$ cat src/common/ipod_pkg.sv
`default_nettype none

package ipod_pkg;

  //==========================================================================
  // Keyboard
  //==========================================================================

  typedef logic [7:0] ascii_t;

  // Uppercase ASCII letters from the keyboard decoder
  localparam ascii_t key_play    = 8'h45;
  localparam ascii_t key_stop    = 8'h44;
  localparam ascii_t key_back    = 8'h42;
  localparam ascii_t key_restart = 8'h52;

  // Transport states, encodings kept from the board design
  typedef enum logic [2:0] {
    STOP      = 3'b001,
    PLAY      = 3'b011,
    SPD_UP    = 3'b010,
    SPD_DWN   = 3'b110,
    PLAY_BACK = 3'b101,
    RESTART   = 3'b100
  } play_state_e;

  //==========================================================================
  // Flash addressing and sample timing
  //==========================================================================

  typedef logic [20:0] addr_t;

  // One 16-bit sample spans two flash words
  localparam addr_t addr_step = 21'd2;

  typedef logic [15:0] period_t;

  // 50 MHz / 2272 is roughly 22 kHz
  localparam period_t base_sample_period = 16'd2272;

  //==========================================================================
  // Speed control
  //==========================================================================

  typedef logic signed [15:0] speed_t;

  localparam speed_t speed_step  = 16'sd100;
  localparam speed_t speed_limit = 16'sd1000;

  // Ten steps per second at 50 MHz
  localparam int unsigned repeat_period_default = 5_000_000;

  typedef struct packed {
    logic up;
    logic down;
    logic normal;
  } buttons_t;

  typedef struct packed {
    logic up;
    logic down;
    logic normal;
  } speed_evt_t;

  //==========================================================================
  // Seven-segment display
  //==========================================================================

  // Active low, bit 0 is segment a
  typedef logic [6:0] seg_t;

  typedef struct packed {
    seg_t digit3;
    seg_t digit2;
    seg_t digit1;
    seg_t digit0;
  } hex_digits_t;

endpackage

`default_nettype wire

$ cat src/control/control_fsm.sv
`timescale 1ns/1ps
`default_nettype none

module control_fsm
  import ipod_pkg::*;
(
  input  wire logic   clk,
  input  wire logic   rst,
  input  ascii_t      key_ascii,
  input  speed_evt_t  speed_evt,
  output play_state_e state
);

  play_state_e state_next;

  //==========================================================================
  // Next-state logic
  //==========================================================================

  always_comb
  begin
    state_next = state;
    case (state)
      STOP:
      begin
        if (key_ascii == key_play)
          state_next = PLAY;
      end
      PLAY:
      begin
        // Keys take priority over speed steps
        if (key_ascii == key_stop)
          state_next = STOP;
        else if (key_ascii == key_back)
          state_next = PLAY_BACK;
        else if (key_ascii == key_restart)
          state_next = RESTART;
        else if (speed_evt.up)
          state_next = SPD_UP;
        else if (speed_evt.down)
          state_next = SPD_DWN;
      end
      SPD_UP, SPD_DWN:
      begin
        // Single-cycle marker states
        state_next = PLAY;
      end
      PLAY_BACK:
      begin
        if (key_ascii != key_back)
          state_next = PLAY;
      end
      RESTART:
      begin
        if (key_ascii != key_restart)
          state_next = PLAY;
      end
      default:
      begin
        state_next = STOP;
      end
    endcase
  end

  //==========================================================================
  // State register
  //==========================================================================

  always_ff @(posedge clk or posedge rst)
  begin
    if (rst)
    begin
      state <= STOP;
    end
    else
    begin
      state <= state_next;
    end
  end

endmodule

`default_nettype wire

$ cat src/control/speed_buttons.sv
`timescale 1ns/1ps
`default_nettype none

module speed_buttons
  import ipod_pkg::*;
#(
  parameter int unsigned repeat_period = repeat_period_default
)
(
  input  wire logic  clk,
  input  wire logic  rst,
  input  buttons_t   buttons,
  output speed_evt_t speed_evt
);

  localparam int cnt_w = (repeat_period > 1) ? $clog2(repeat_period) : 1;

  buttons_t         btn_meta;
  buttons_t         btn_sync;
  logic [cnt_w-1:0] repeat_cnt;
  logic             repeat_wrap;

  // Two-flop synchronizer for the raw button levels
  always_ff @(posedge clk or posedge rst)
  begin
    if (rst)
    begin
      btn_meta <= '0;
      btn_sync <= '0;
    end
    else
    begin
      btn_meta <= buttons;
      btn_sync <= btn_meta;
    end
  end

  //==========================================================================
  // Repeat counter, shared by both directions
  //==========================================================================

  assign repeat_wrap = (repeat_cnt == cnt_w'(repeat_period - 1));

  always_ff @(posedge clk or posedge rst)
  begin
    if (rst)
    begin
      repeat_cnt <= '0;
    end
    else if (repeat_wrap)
    begin
      repeat_cnt <= '0;
    end
    else
    begin
      repeat_cnt <= repeat_cnt + 1'b1;
    end
  end

  // Up wins when both are held
  always_comb
  begin
    speed_evt.up     = repeat_wrap & btn_sync.up;
    speed_evt.down   = repeat_wrap & ~btn_sync.up & btn_sync.down;
    speed_evt.normal = btn_sync.normal;
  end

endmodule

`default_nettype wire

$ cat src/control/speed_reg.sv
`timescale 1ns/1ps
`default_nettype none

module speed_reg
  import ipod_pkg::*;
(
  input  wire logic clk,
  input  wire logic rst,
  input  speed_evt_t speed_evt,
  output period_t    sample_period
);

  speed_t offset;
  speed_t offset_dec;
  speed_t offset_inc;

  assign offset_dec = offset - speed_step;
  assign offset_inc = offset + speed_step;

  // Up shortens the period, down lengthens it
  always_ff @(posedge clk or posedge rst)
  begin
    if (rst)
    begin
      offset <= '0;
    end
    else if (speed_evt.normal)
    begin
      offset <= '0;
    end
    else if (speed_evt.up)
    begin
      offset <= (offset_dec < -speed_limit) ? -speed_limit : offset_dec;
    end
    else if (speed_evt.down)
    begin
      offset <= (offset_inc > speed_limit) ? speed_limit : offset_inc;
    end
  end

  // Two's complement add, offset never exceeds the base
  assign sample_period = base_sample_period + period_t'(offset);

endmodule

`default_nettype wire

$ cat src/playback/addr_sequencer.sv
`timescale 1ns/1ps
`default_nettype none

module addr_sequencer
  import ipod_pkg::*;
(
  input  wire logic  clk,
  input  wire logic  rst,
  input  play_state_e state,
  input  period_t     sample_period,
  output addr_t       flash_addr,
  output logic        sample_strobe
);

  period_t timer;
  logic    wrap;

  // Greater-or-equal so a shorter period never strands the timer
  assign wrap = (timer >= sample_period - 16'd1);

  //==========================================================================
  // Sample timer
  //==========================================================================

  always_ff @(posedge clk or posedge rst)
  begin
    if (rst)
    begin
      timer         <= '0;
      sample_strobe <= 1'b0;
    end
    else if (state == RESTART)
    begin
      timer         <= '0;
      sample_strobe <= 1'b0;
    end
    else
    begin
      sample_strobe <= wrap;
      if (wrap)
        timer <= '0;
      else
        timer <= timer + 16'd1;
    end
  end

  //==========================================================================
  // Flash word address
  //==========================================================================

  always_ff @(posedge clk or posedge rst)
  begin
    if (rst)
    begin
      flash_addr <= '0;
    end
    else if (state == RESTART)
    begin
      flash_addr <= '0;
    end
    else if (wrap)
    begin
      case (state)
        PLAY, SPD_UP, SPD_DWN: flash_addr <= flash_addr + addr_step;
        PLAY_BACK:             flash_addr <= flash_addr - addr_step;
        default:               flash_addr <= flash_addr;
      endcase
    end
  end

endmodule

`default_nettype wire

$ cat src/rtl/hex_display.sv
`timescale 1ns/1ps
`default_nettype none

module hex_display
  import ipod_pkg::*;
(
  input  wire logic  clk,
  input  wire logic  rst,
  input  period_t     sample_period,
  output hex_digits_t hex
);

  // Nibble to active-low segments, gfedcba
  function automatic seg_t seg_decode(input logic [3:0] nib);
    case (nib)
      4'h0:    return 7'b1000000;
      4'h1:    return 7'b1111001;
      4'h2:    return 7'b0100100;
      4'h3:    return 7'b0110000;
      4'h4:    return 7'b0011001;
      4'h5:    return 7'b0010010;
      4'h6:    return 7'b0000010;
      4'h7:    return 7'b1111000;
      4'h8:    return 7'b0000000;
      4'h9:    return 7'b0010000;
      4'hA:    return 7'b0001000;
      4'hB:    return 7'b0000011;
      4'hC:    return 7'b1000110;
      4'hD:    return 7'b0100001;
      4'hE:    return 7'b0000110;
      default: return 7'b0001110;
    endcase
  endfunction

  // Blank until the first clock after reset
  always_ff @(posedge clk or posedge rst)
  begin
    if (rst)
    begin
      hex <= '1;
    end
    else
    begin
      hex.digit0 <= seg_decode(sample_period[3:0]);
      hex.digit1 <= seg_decode(sample_period[7:4]);
      hex.digit2 <= seg_decode(sample_period[11:8]);
      hex.digit3 <= seg_decode(sample_period[15:12]);
    end
  end

endmodule

`default_nettype wire

$ cat src/rtl/ipod_ctrl_top.sv
`timescale 1ns/1ps
`default_nettype none

module ipod_ctrl_top
  import ipod_pkg::*;
#(
  parameter int unsigned repeat_period = repeat_period_default
)
(
  input  wire logic   clk,
  input  wire logic   rst,
  input  ascii_t      key_ascii,
  input  buttons_t    buttons,
  output addr_t       flash_addr,
  output logic        sample_strobe,
  output play_state_e play_state,
  output hex_digits_t hex
);

  speed_evt_t speed_evt;
  period_t    sample_period;

  //==========================================================================
  // Speed path
  //==========================================================================

  speed_buttons #(
    .repeat_period (repeat_period)
  ) u_speed_buttons (
    .clk       (clk),
    .rst       (rst),
    .buttons   (buttons),
    .speed_evt (speed_evt)
  );

  speed_reg u_speed_reg (
    .clk           (clk),
    .rst           (rst),
    .speed_evt     (speed_evt),
    .sample_period (sample_period)
  );

  //==========================================================================
  // Transport and playback
  //==========================================================================

  control_fsm u_control_fsm (
    .clk       (clk),
    .rst       (rst),
    .key_ascii (key_ascii),
    .speed_evt (speed_evt),
    .state     (play_state)
  );

  addr_sequencer u_addr_sequencer (
    .clk           (clk),
    .rst           (rst),
    .state         (play_state),
    .sample_period (sample_period),
    .flash_addr    (flash_addr),
    .sample_strobe (sample_strobe)
  );

  // Period readout
  hex_display u_hex_display (
    .clk           (clk),
    .rst           (rst),
    .sample_period (sample_period),
    .hex           (hex)
  );

endmodule

`default_nettype wire

$ cat config.mk
export PLATFORM = sky130hd
export DESIGN_NAME = ipod_ctrl_top
export DESIGN_NICKNAME = d
export VERILOG_FILES = /design/src/common/ipod_pkg.sv /design/src/control/control_fsm.sv /design/src/control/speed_buttons.sv /design/src/control/speed_reg.sv /design/src/playback/addr_sequencer.sv /design/src/rtl/hex_display.sv /design/src/rtl/ipod_ctrl_top.sv
export SDC_FILE = /design/constraint.sdc
export NUM_CORES = 1
export LEC_CHECK = 0
export ABC_AREA = 1
export BUFFER_PORTS_ARGS = -buffer_cell sky130_fd_sc_hd__clkbuf_2
export CORE_ASPECT_RATIO = 0.5
export CORE_MARGIN = 8
export CORE_UTILIZATION = 53
export DETAILED_ROUTE_END_ITERATION = 10
export HOLD_SLACK_MARGIN = 0.06
export PLACE_DENSITY = 0.78
export RECOVER_POWER = 25
export SLEW_MARGIN = 10
export SYNTH_ARGS = -nofsm -noshare
export SYNTH_HDL_FRONTEND = slang
export SYNTH_HIERARCHICAL = 1
export SYNTH_SLANG_ARGS = --single-unit
$ cat constraint.sdc
create_clock -name clk -period 10.58 [get_ports clk]
set_clock_uncertainty 0.2 [all_clocks]
set_input_delay 0.529 -clock clk [delete_from_list [all_inputs] [get_ports clk]]
set_output_delay 0.529 -clock clk [all_outputs]
set_load 0.05 [all_outputs]
**After elaboration in Yosys (flattened, before gate mapping)**

Memory sizes are Yosys's and may differ from the RTL's. A register that Yosys moved wholly into a read port is not among the register bits.
Index checks and enable logic that the tools add are counted.
W data, S select, Z words.

- Add/subtract/negate cells: 8
- $lt $le $gt $ge: 3
- Eq/ne operators: 17
- Muxes and demuxes: 21
- Bitwise logic cells: 4
- Reductions and logical operators: 7

Operators with widths:

| cell | number |
|---|---|
| $mux W16 | 7 |
| $mux W21 | 2 |
| $pmux W21 S2 | 1 |
| $eq A8 B7 Y1 const B | 4 |
| $mux W3 | 8 |
| $add A23 B1 Y23 const B | 1 |
| $eq A23 B23 Y1 const B | 1 |
| $mux W23 | 1 |
| $add A21 B2 Y21 const B | 1 |
| $sub A21 B2 Y21 const B | 1 |
| $add A12 B16 Y16 const A | 1 |
| $add A16 B1 Y16 const B | 1 |
| $add A16 B8 Y16 const B | 1 |
| $ge A16 B16 Y1 | 1 |
| $gt A16 B11 Y1 const B | 1 |
| $lt A16 B11 Y1 const B | 1 |
| $ne A8 B7 Y1 const B | 2 |
| $sub A16 B1 Y16 const B | 1 |
| $sub A16 B8 Y16 const B | 1 |
| $pmux W3 S5 | 1 |
| $eq A3 B3 Y1 const B | 3 |
| $eq A3 B2 Y1 const B | 2 |
| $ne A6 B6 Y1 const B | 1 |
| $reduce_bool A3 Y1 | 2 |
| other kinds (11) | 14 |

- Register bits after elaboration: 86
- ROM bits: 448
- Input port bits: 13
- Logic and storage cells: 76
- Memories kept: 4

Memories:

| memory | words | width | rd ports | clocked after memory_dff | write ports | line | RTL |
|---|---|---|---|---|---|---|---|
| (no name shown) | 16 | 7 | 1 | 1 | 0 | hex_display.sv:15 | `case (nib)` |
| (no name shown) | 16 | 7 | 1 | 1 | 0 | hex_display.sv:15 |  |
| (no name shown) | 16 | 7 | 1 | 1 | 0 | hex_display.sv:15 |  |
| (no name shown) | 16 | 7 | 1 | 1 | 0 | hex_display.sv:15 |  |

**Longest topological paths before layout**

- Depth after elaboration: 9
- Gate-level depth with buffers: 21
- Depth with buffers taken out: 21

**By module**

The synthesis kept the hierarchy.

By module, submodules not included:

| module | times used | cells each | area an instance (sq um) |
|---|---|---|---|
| addr_sequencer | 1 | 508 | 3,510.9 |
| hex_display | 1 | 229 | 1,825.5 |
| speed_reg | 1 | 288 | 1,791.7 |
| speed_buttons | 1 | 200 | 1,587.8 |
| control_fsm | 1 | 62 | 414.1 |

**Least setup slack after synthesis**

No wires, ideal clock.

- Path type: register -> register
- From: register u_speed_reg.offset[5]
- To: register u_addr_sequencer.flash_addr[1]
- Arrival: 3.370 ns
- Setup slack: 6.865 ns
- Cell stages (with the launch flop): 20
- Period minus slack after synthesis: 3.715 ns
- Cells stage by stage: dfrtp_1 > inv_1 > ha_1 > a21oi_1 > nand3_1 > a21oi_1 > xor2_1 > inv_1 > nand3_1 > xnor2_1 > inv_1 > ha_1 > nand2_1 > nor3_2 > nand2_1 > nand4_4 > nand2_4 > buf_6 > nand2_1 > o21ai_1

- Word-level cells in the longest chain between the ends: 5

RTL lines:

| what | line | RTL |
|---|---|---|
| start, declared | speed_reg.sv:13 | `speed_t offset;` |
| start signal, assigned | speed_reg.sv:33 | `offset <= (offset_dec < -speed_limit) ? -speed_limit : offset_dec;` |
| start signal, assigned | speed_reg.sv:37 | `offset <= (offset_inc > speed_limit) ? speed_limit : offset_inc;` |
| $add A12 B16 Y16 | speed_reg.sv:42 | `assign sample_period = base_sample_period + period_t'(offset);` |
| net sample_period[5] | ipod_ctrl_top.sv:21 | `period_t sample_period;` |
| $sub A16 B1 Y16 | addr_sequencer.sv:19 | `assign wrap = (timer >= sample_period - 16'd1);` |
| $ge A16 B16 Y1 | addr_sequencer.sv:19 |  |
| $reduce_bool A2 Y1 (no line) | -- |  |
| $reduce_and A2 Y1 (no line) | -- |  |
| end signal, assigned | addr_sequencer.sv:64 | `PLAY, SPD_UP, SPD_DWN: flash_addr <= flash_addr + addr_step;` |
| end signal, assigned | addr_sequencer.sv:65 | `PLAY_BACK: flash_addr <= flash_addr - addr_step;` |
| end signal, assigned | addr_sequencer.sv:66 | `default: flash_addr <= flash_addr;` |
| end, declared | addr_sequencer.sv:11 | `output addr_t flash_addr,` |

The timed path passes the listed nets, and every way through them passes these cells.
A chain may end at the register's enable or synchronous reset.

**Worst setup path after layout**

- From: register u_speed_reg.offset[5]
- To: register u_addr_sequencer.flash_addr[17]

Same word-level chain as after synthesis.

==> reports/qor.txt <==
RSZ-0062 raised after global routing -> no
Yosys warning count -> 6
Cts bufs inserted -> 9
Worst min path class -> input port to flop
CTS tree -> yes
Die Ht -> 109 microns
Clock Latency Late Sink -> 0.36 ns
Initial antenna violation count -> 0
Most common cell after layout, fill and taps aside -> nand2_1
Iter 0 DRT Violations -> 995
PnR worst setup slack -> 5.77 ns
Rel. slew slack -> -34.6%
Async SR Flop Fraction -> 100%
Number of max-cap violations -> 1
Dominant cells by area after synthesis -> dfrtp_1, nand2_1, ha_1
Critical-path cell list -> inv_1 -> ha_1 -> a21oi_1 -> nand3_1 -> xor2_1 -> nor2_1 -> inv_1 -> nor2_2 -> nand3_1 -> xnor2_1 -> inv_1 -> ha_1 -> a21oi_1 -> nand2_1 -> a21oi_2 -> nand4_4 -> nand2_4 -> inv_1 -> nand2_1 -> nand2_1
Failing checks -> capacitance limit, slew limit
Max IR drop VDD -> 0.000168 V
Worst Path Required -> 10.62 ns
# H-tree levels -> 3
Longest Clk Path Bufs -> 2
DRC -> 0
Pins Over Slew Limit -> 38
Crit Path Category -> flop to flop
# IOs -> 66
First-pass GRT wire length -> 37.7 mm
Tot GR Track Use -> 20.9%
WL per Instance -> 14.4 microns
Sequential fraction of the synthesis area -> 30.8%
Sum Neg Setup Slack -> 0 ns
Post-layout min period -> 4.81 ns
Starting Density -> 53.4%
Status -> complete, but fails checks
Vias after detailed routing -> 8303
Drt first pass iters -> 8
Crit start category -> flop
Pre-CTS setup slack -> 5.88 ns
Share of cells above drive strength 1 -> 16.0%
Synth Area per Inst -> 7.09 sq um
Vias in the first global route -> 7399
Cell Count, Final, Fillers Out -> 1577
Share of the synthesized area in the top cell type -> 22.5%
Port buffer count -> 64
Max incr delay on CP -> 0.80 ns
Post-cts gate resize count -> 0
Cell area after synthesis -> 0.00913 sq mm
Worst-Margin Slew -> 2.02 ns
Worst path slowest cell -> xor2_1
Setup Viol. Count Final -> 0
CORE AREA -> 0.0171 sq mm
Post-Route Utilization -> 57.4%
DRT antenna net count -> 0
Lkg Pwr -> 5.25 nW
Netlist cell types -> 48
Vias/cell -> 5.27
# nets final -> 1424
Post-synth EDFFs -> 0
FP Rows -> 34
Synth area leader -> dfrtp_1
Commonest cells after routing, fill and taps aside -> nand2_1, inv_1, nor2_1, nand3_1, dfrtp_1
Most frequent CP cell -> inv_1
Largest net degree at the start of global routing -> 38
Die X -> 202 microns
Max frequency -> 0.208 GHz
Total Routed Length -> 22.8 mm
Syn-to-layout area delta -> 7.47%
Hpwl dp -> 17.8 mm
Root Buffer Master -> clkbuf_16
Diodes inserted -> 0
CP max FO -> 31
Remaining Overflow, GRT -> 0
Gate Count Post-Synth -> 1287
Clock Sink Count -> 111
Final Hold Vio Count -> 0
Critical Path AT -> 4.85 ns
Post-Place Cells -> 1559
DIE AREA -> 0.0219 sq mm
Reg clk slew, reported paths -> 0.07 ns
Synth Flop Type -> dfrtp_1
Register bit count reported by yosys -> 111
RePlAce Congestion -> 0.951
Post-route clock period utilization -> 45.4%
Setup crit end kind -> flop
Cell Pwr Density -> 159 mW/mm^2
[flip-flops by register name, indices dropped and copies added (netlist names)]
| name | flops |
|---|---|
| u_speed_buttons/btn_sync | 2 |
| u_hex_display/hex | 28 |
| u_addr_sequencer/timer | 16 |
| u_speed_buttons/btn_meta | 3 |
| u_control_fsm/state | 3 |
| u_addr_sequencer/flash_addr | 20 |
| u_speed_buttons/repeat_cnt | 23 |
| u_speed_reg/offset | 14 |
| u_addr_sequencer/sample_strobe | 1 |
| u_speed_buttons/speed_evt | 1 |
[worst max-delay path: cells and delay by family (launching register included)]
kind | cells | cell delay, ns
compound gates | 3 | 0.59
xor+xnor | 2 | 0.92
fa+ha+maj | 2 | 0.68
buf+inv | 4 | 0.56
flops | 1 | 0.46
simple gates | 9 | 1.26
[timing repair]
| action | CTS | global route |
|---|---|---|
| endpoints found under the hold margin | 3 | 0 |
| buffers inserted | 0 | 0 |
| hold buffers | 2 | 0 |
[kinds of logic (layout without fill, tap and decap cells)]
logic type,count (synthesis),count (layout),synth area share (%)
flops,111,111,30.8
compound gates,103,103,6.76
fa+ha+maj,73,73,10.1
other cells,2,3,0.0823
buf+inv,199,254,9.29
xor+xnor,54,54,5.18
simple gates,745,745,37.8
[final timing paths]
check                                                 startpoint  slack [ns]  cells after the start                                     endpoint
min                                                   buttons[0]        0.08                      1        u_speed_buttons/btn_meta[0]$_DFF_PP0_
max reg2reg                    u_speed_reg/offset[5]$_DFFE_PP0P_        5.77                     20  u_addr_sequencer/flash_addr[17]$_DFFE_PP0P_
max                            u_speed_reg/offset[5]$_DFFE_PP0P_        5.77                     20  u_addr_sequencer/flash_addr[17]$_DFFE_PP0P_
min in group asynchronous                                    rst        0.55                      3           u_control_fsm/state[1]$_DFFE_PP0P_
min reg2reg                u_speed_buttons/btn_meta[2]$_DFF_PP0_        0.15                      0        u_speed_buttons/btn_sync[2]$_DFF_PP0_
max in group asynchronous                                    rst        7.61                      4     u_addr_sequencer/sample_strobe$_DFF_PP0_
[final cells by class]
class                   instances  area (sq um)
clock buffers                  13           260
clock inverters                 3          17.5
fillers                      1599          7290
inverters                     171           642
multi-input cells             978          5440
flip-flops and latches        111          2810
well taps                     234           293
repair buffers                 67           343
[metal layers]
layer / share of wire [%] / vias up / GRT usage, % / wire length [microns]
met1: 52 / 3755 / 32.7 / 11700
met2: 37 / 366 / 27.9 / 8400
met3: 11 / 23 / 5.90 / 2420
met4: 0.87 / 0 / 3.53 / 199
li1: - / 4159 / - / -
met5: 0 / - / 0 / 0
[power breakdown]
part	leakage, nW	internal [mW]	total [mW]	switching (mW)
Sequential	1.40	0.498	0.570	0.0719
Combinational	3.71	0.193	0.658	0.465
Clock	0.137	0.172	0.328	0.155
[Yosys cell counts, types with 6 or more instances]
cell and number:
a21oi_1 42, buf_2 6, buf_4 13, buf_6 6
dfrtp_1 82, dfstp_2 29, ha_1 72, inv_1 148
inv_2 22, nand2_1 389, nand2_2 16, nand2_4 9
nand3_1 119, nand3_2 8, nand3b_1 7, nand4_1 15
nor2_1 120, nor2_2 18, nor2_4 11, nor3_1 13
o21ai_0 34, o21ai_2 11, xnor2_1 11, xor2_1 43
[metrics by stage]
stage               instance area, sq um  power (mW)  hold WS [ns]
finish                              9810        1.56        0.0764
global route                        9810        1.66        0.0704
CTS                                 9850        1.56        0.0630
detailed placement                  9550        1.23         0.135
global placement                    9550        1.21         0.135
floorplan                           9130        1.08        0.0819
Power figures use the tool's default switching activity.
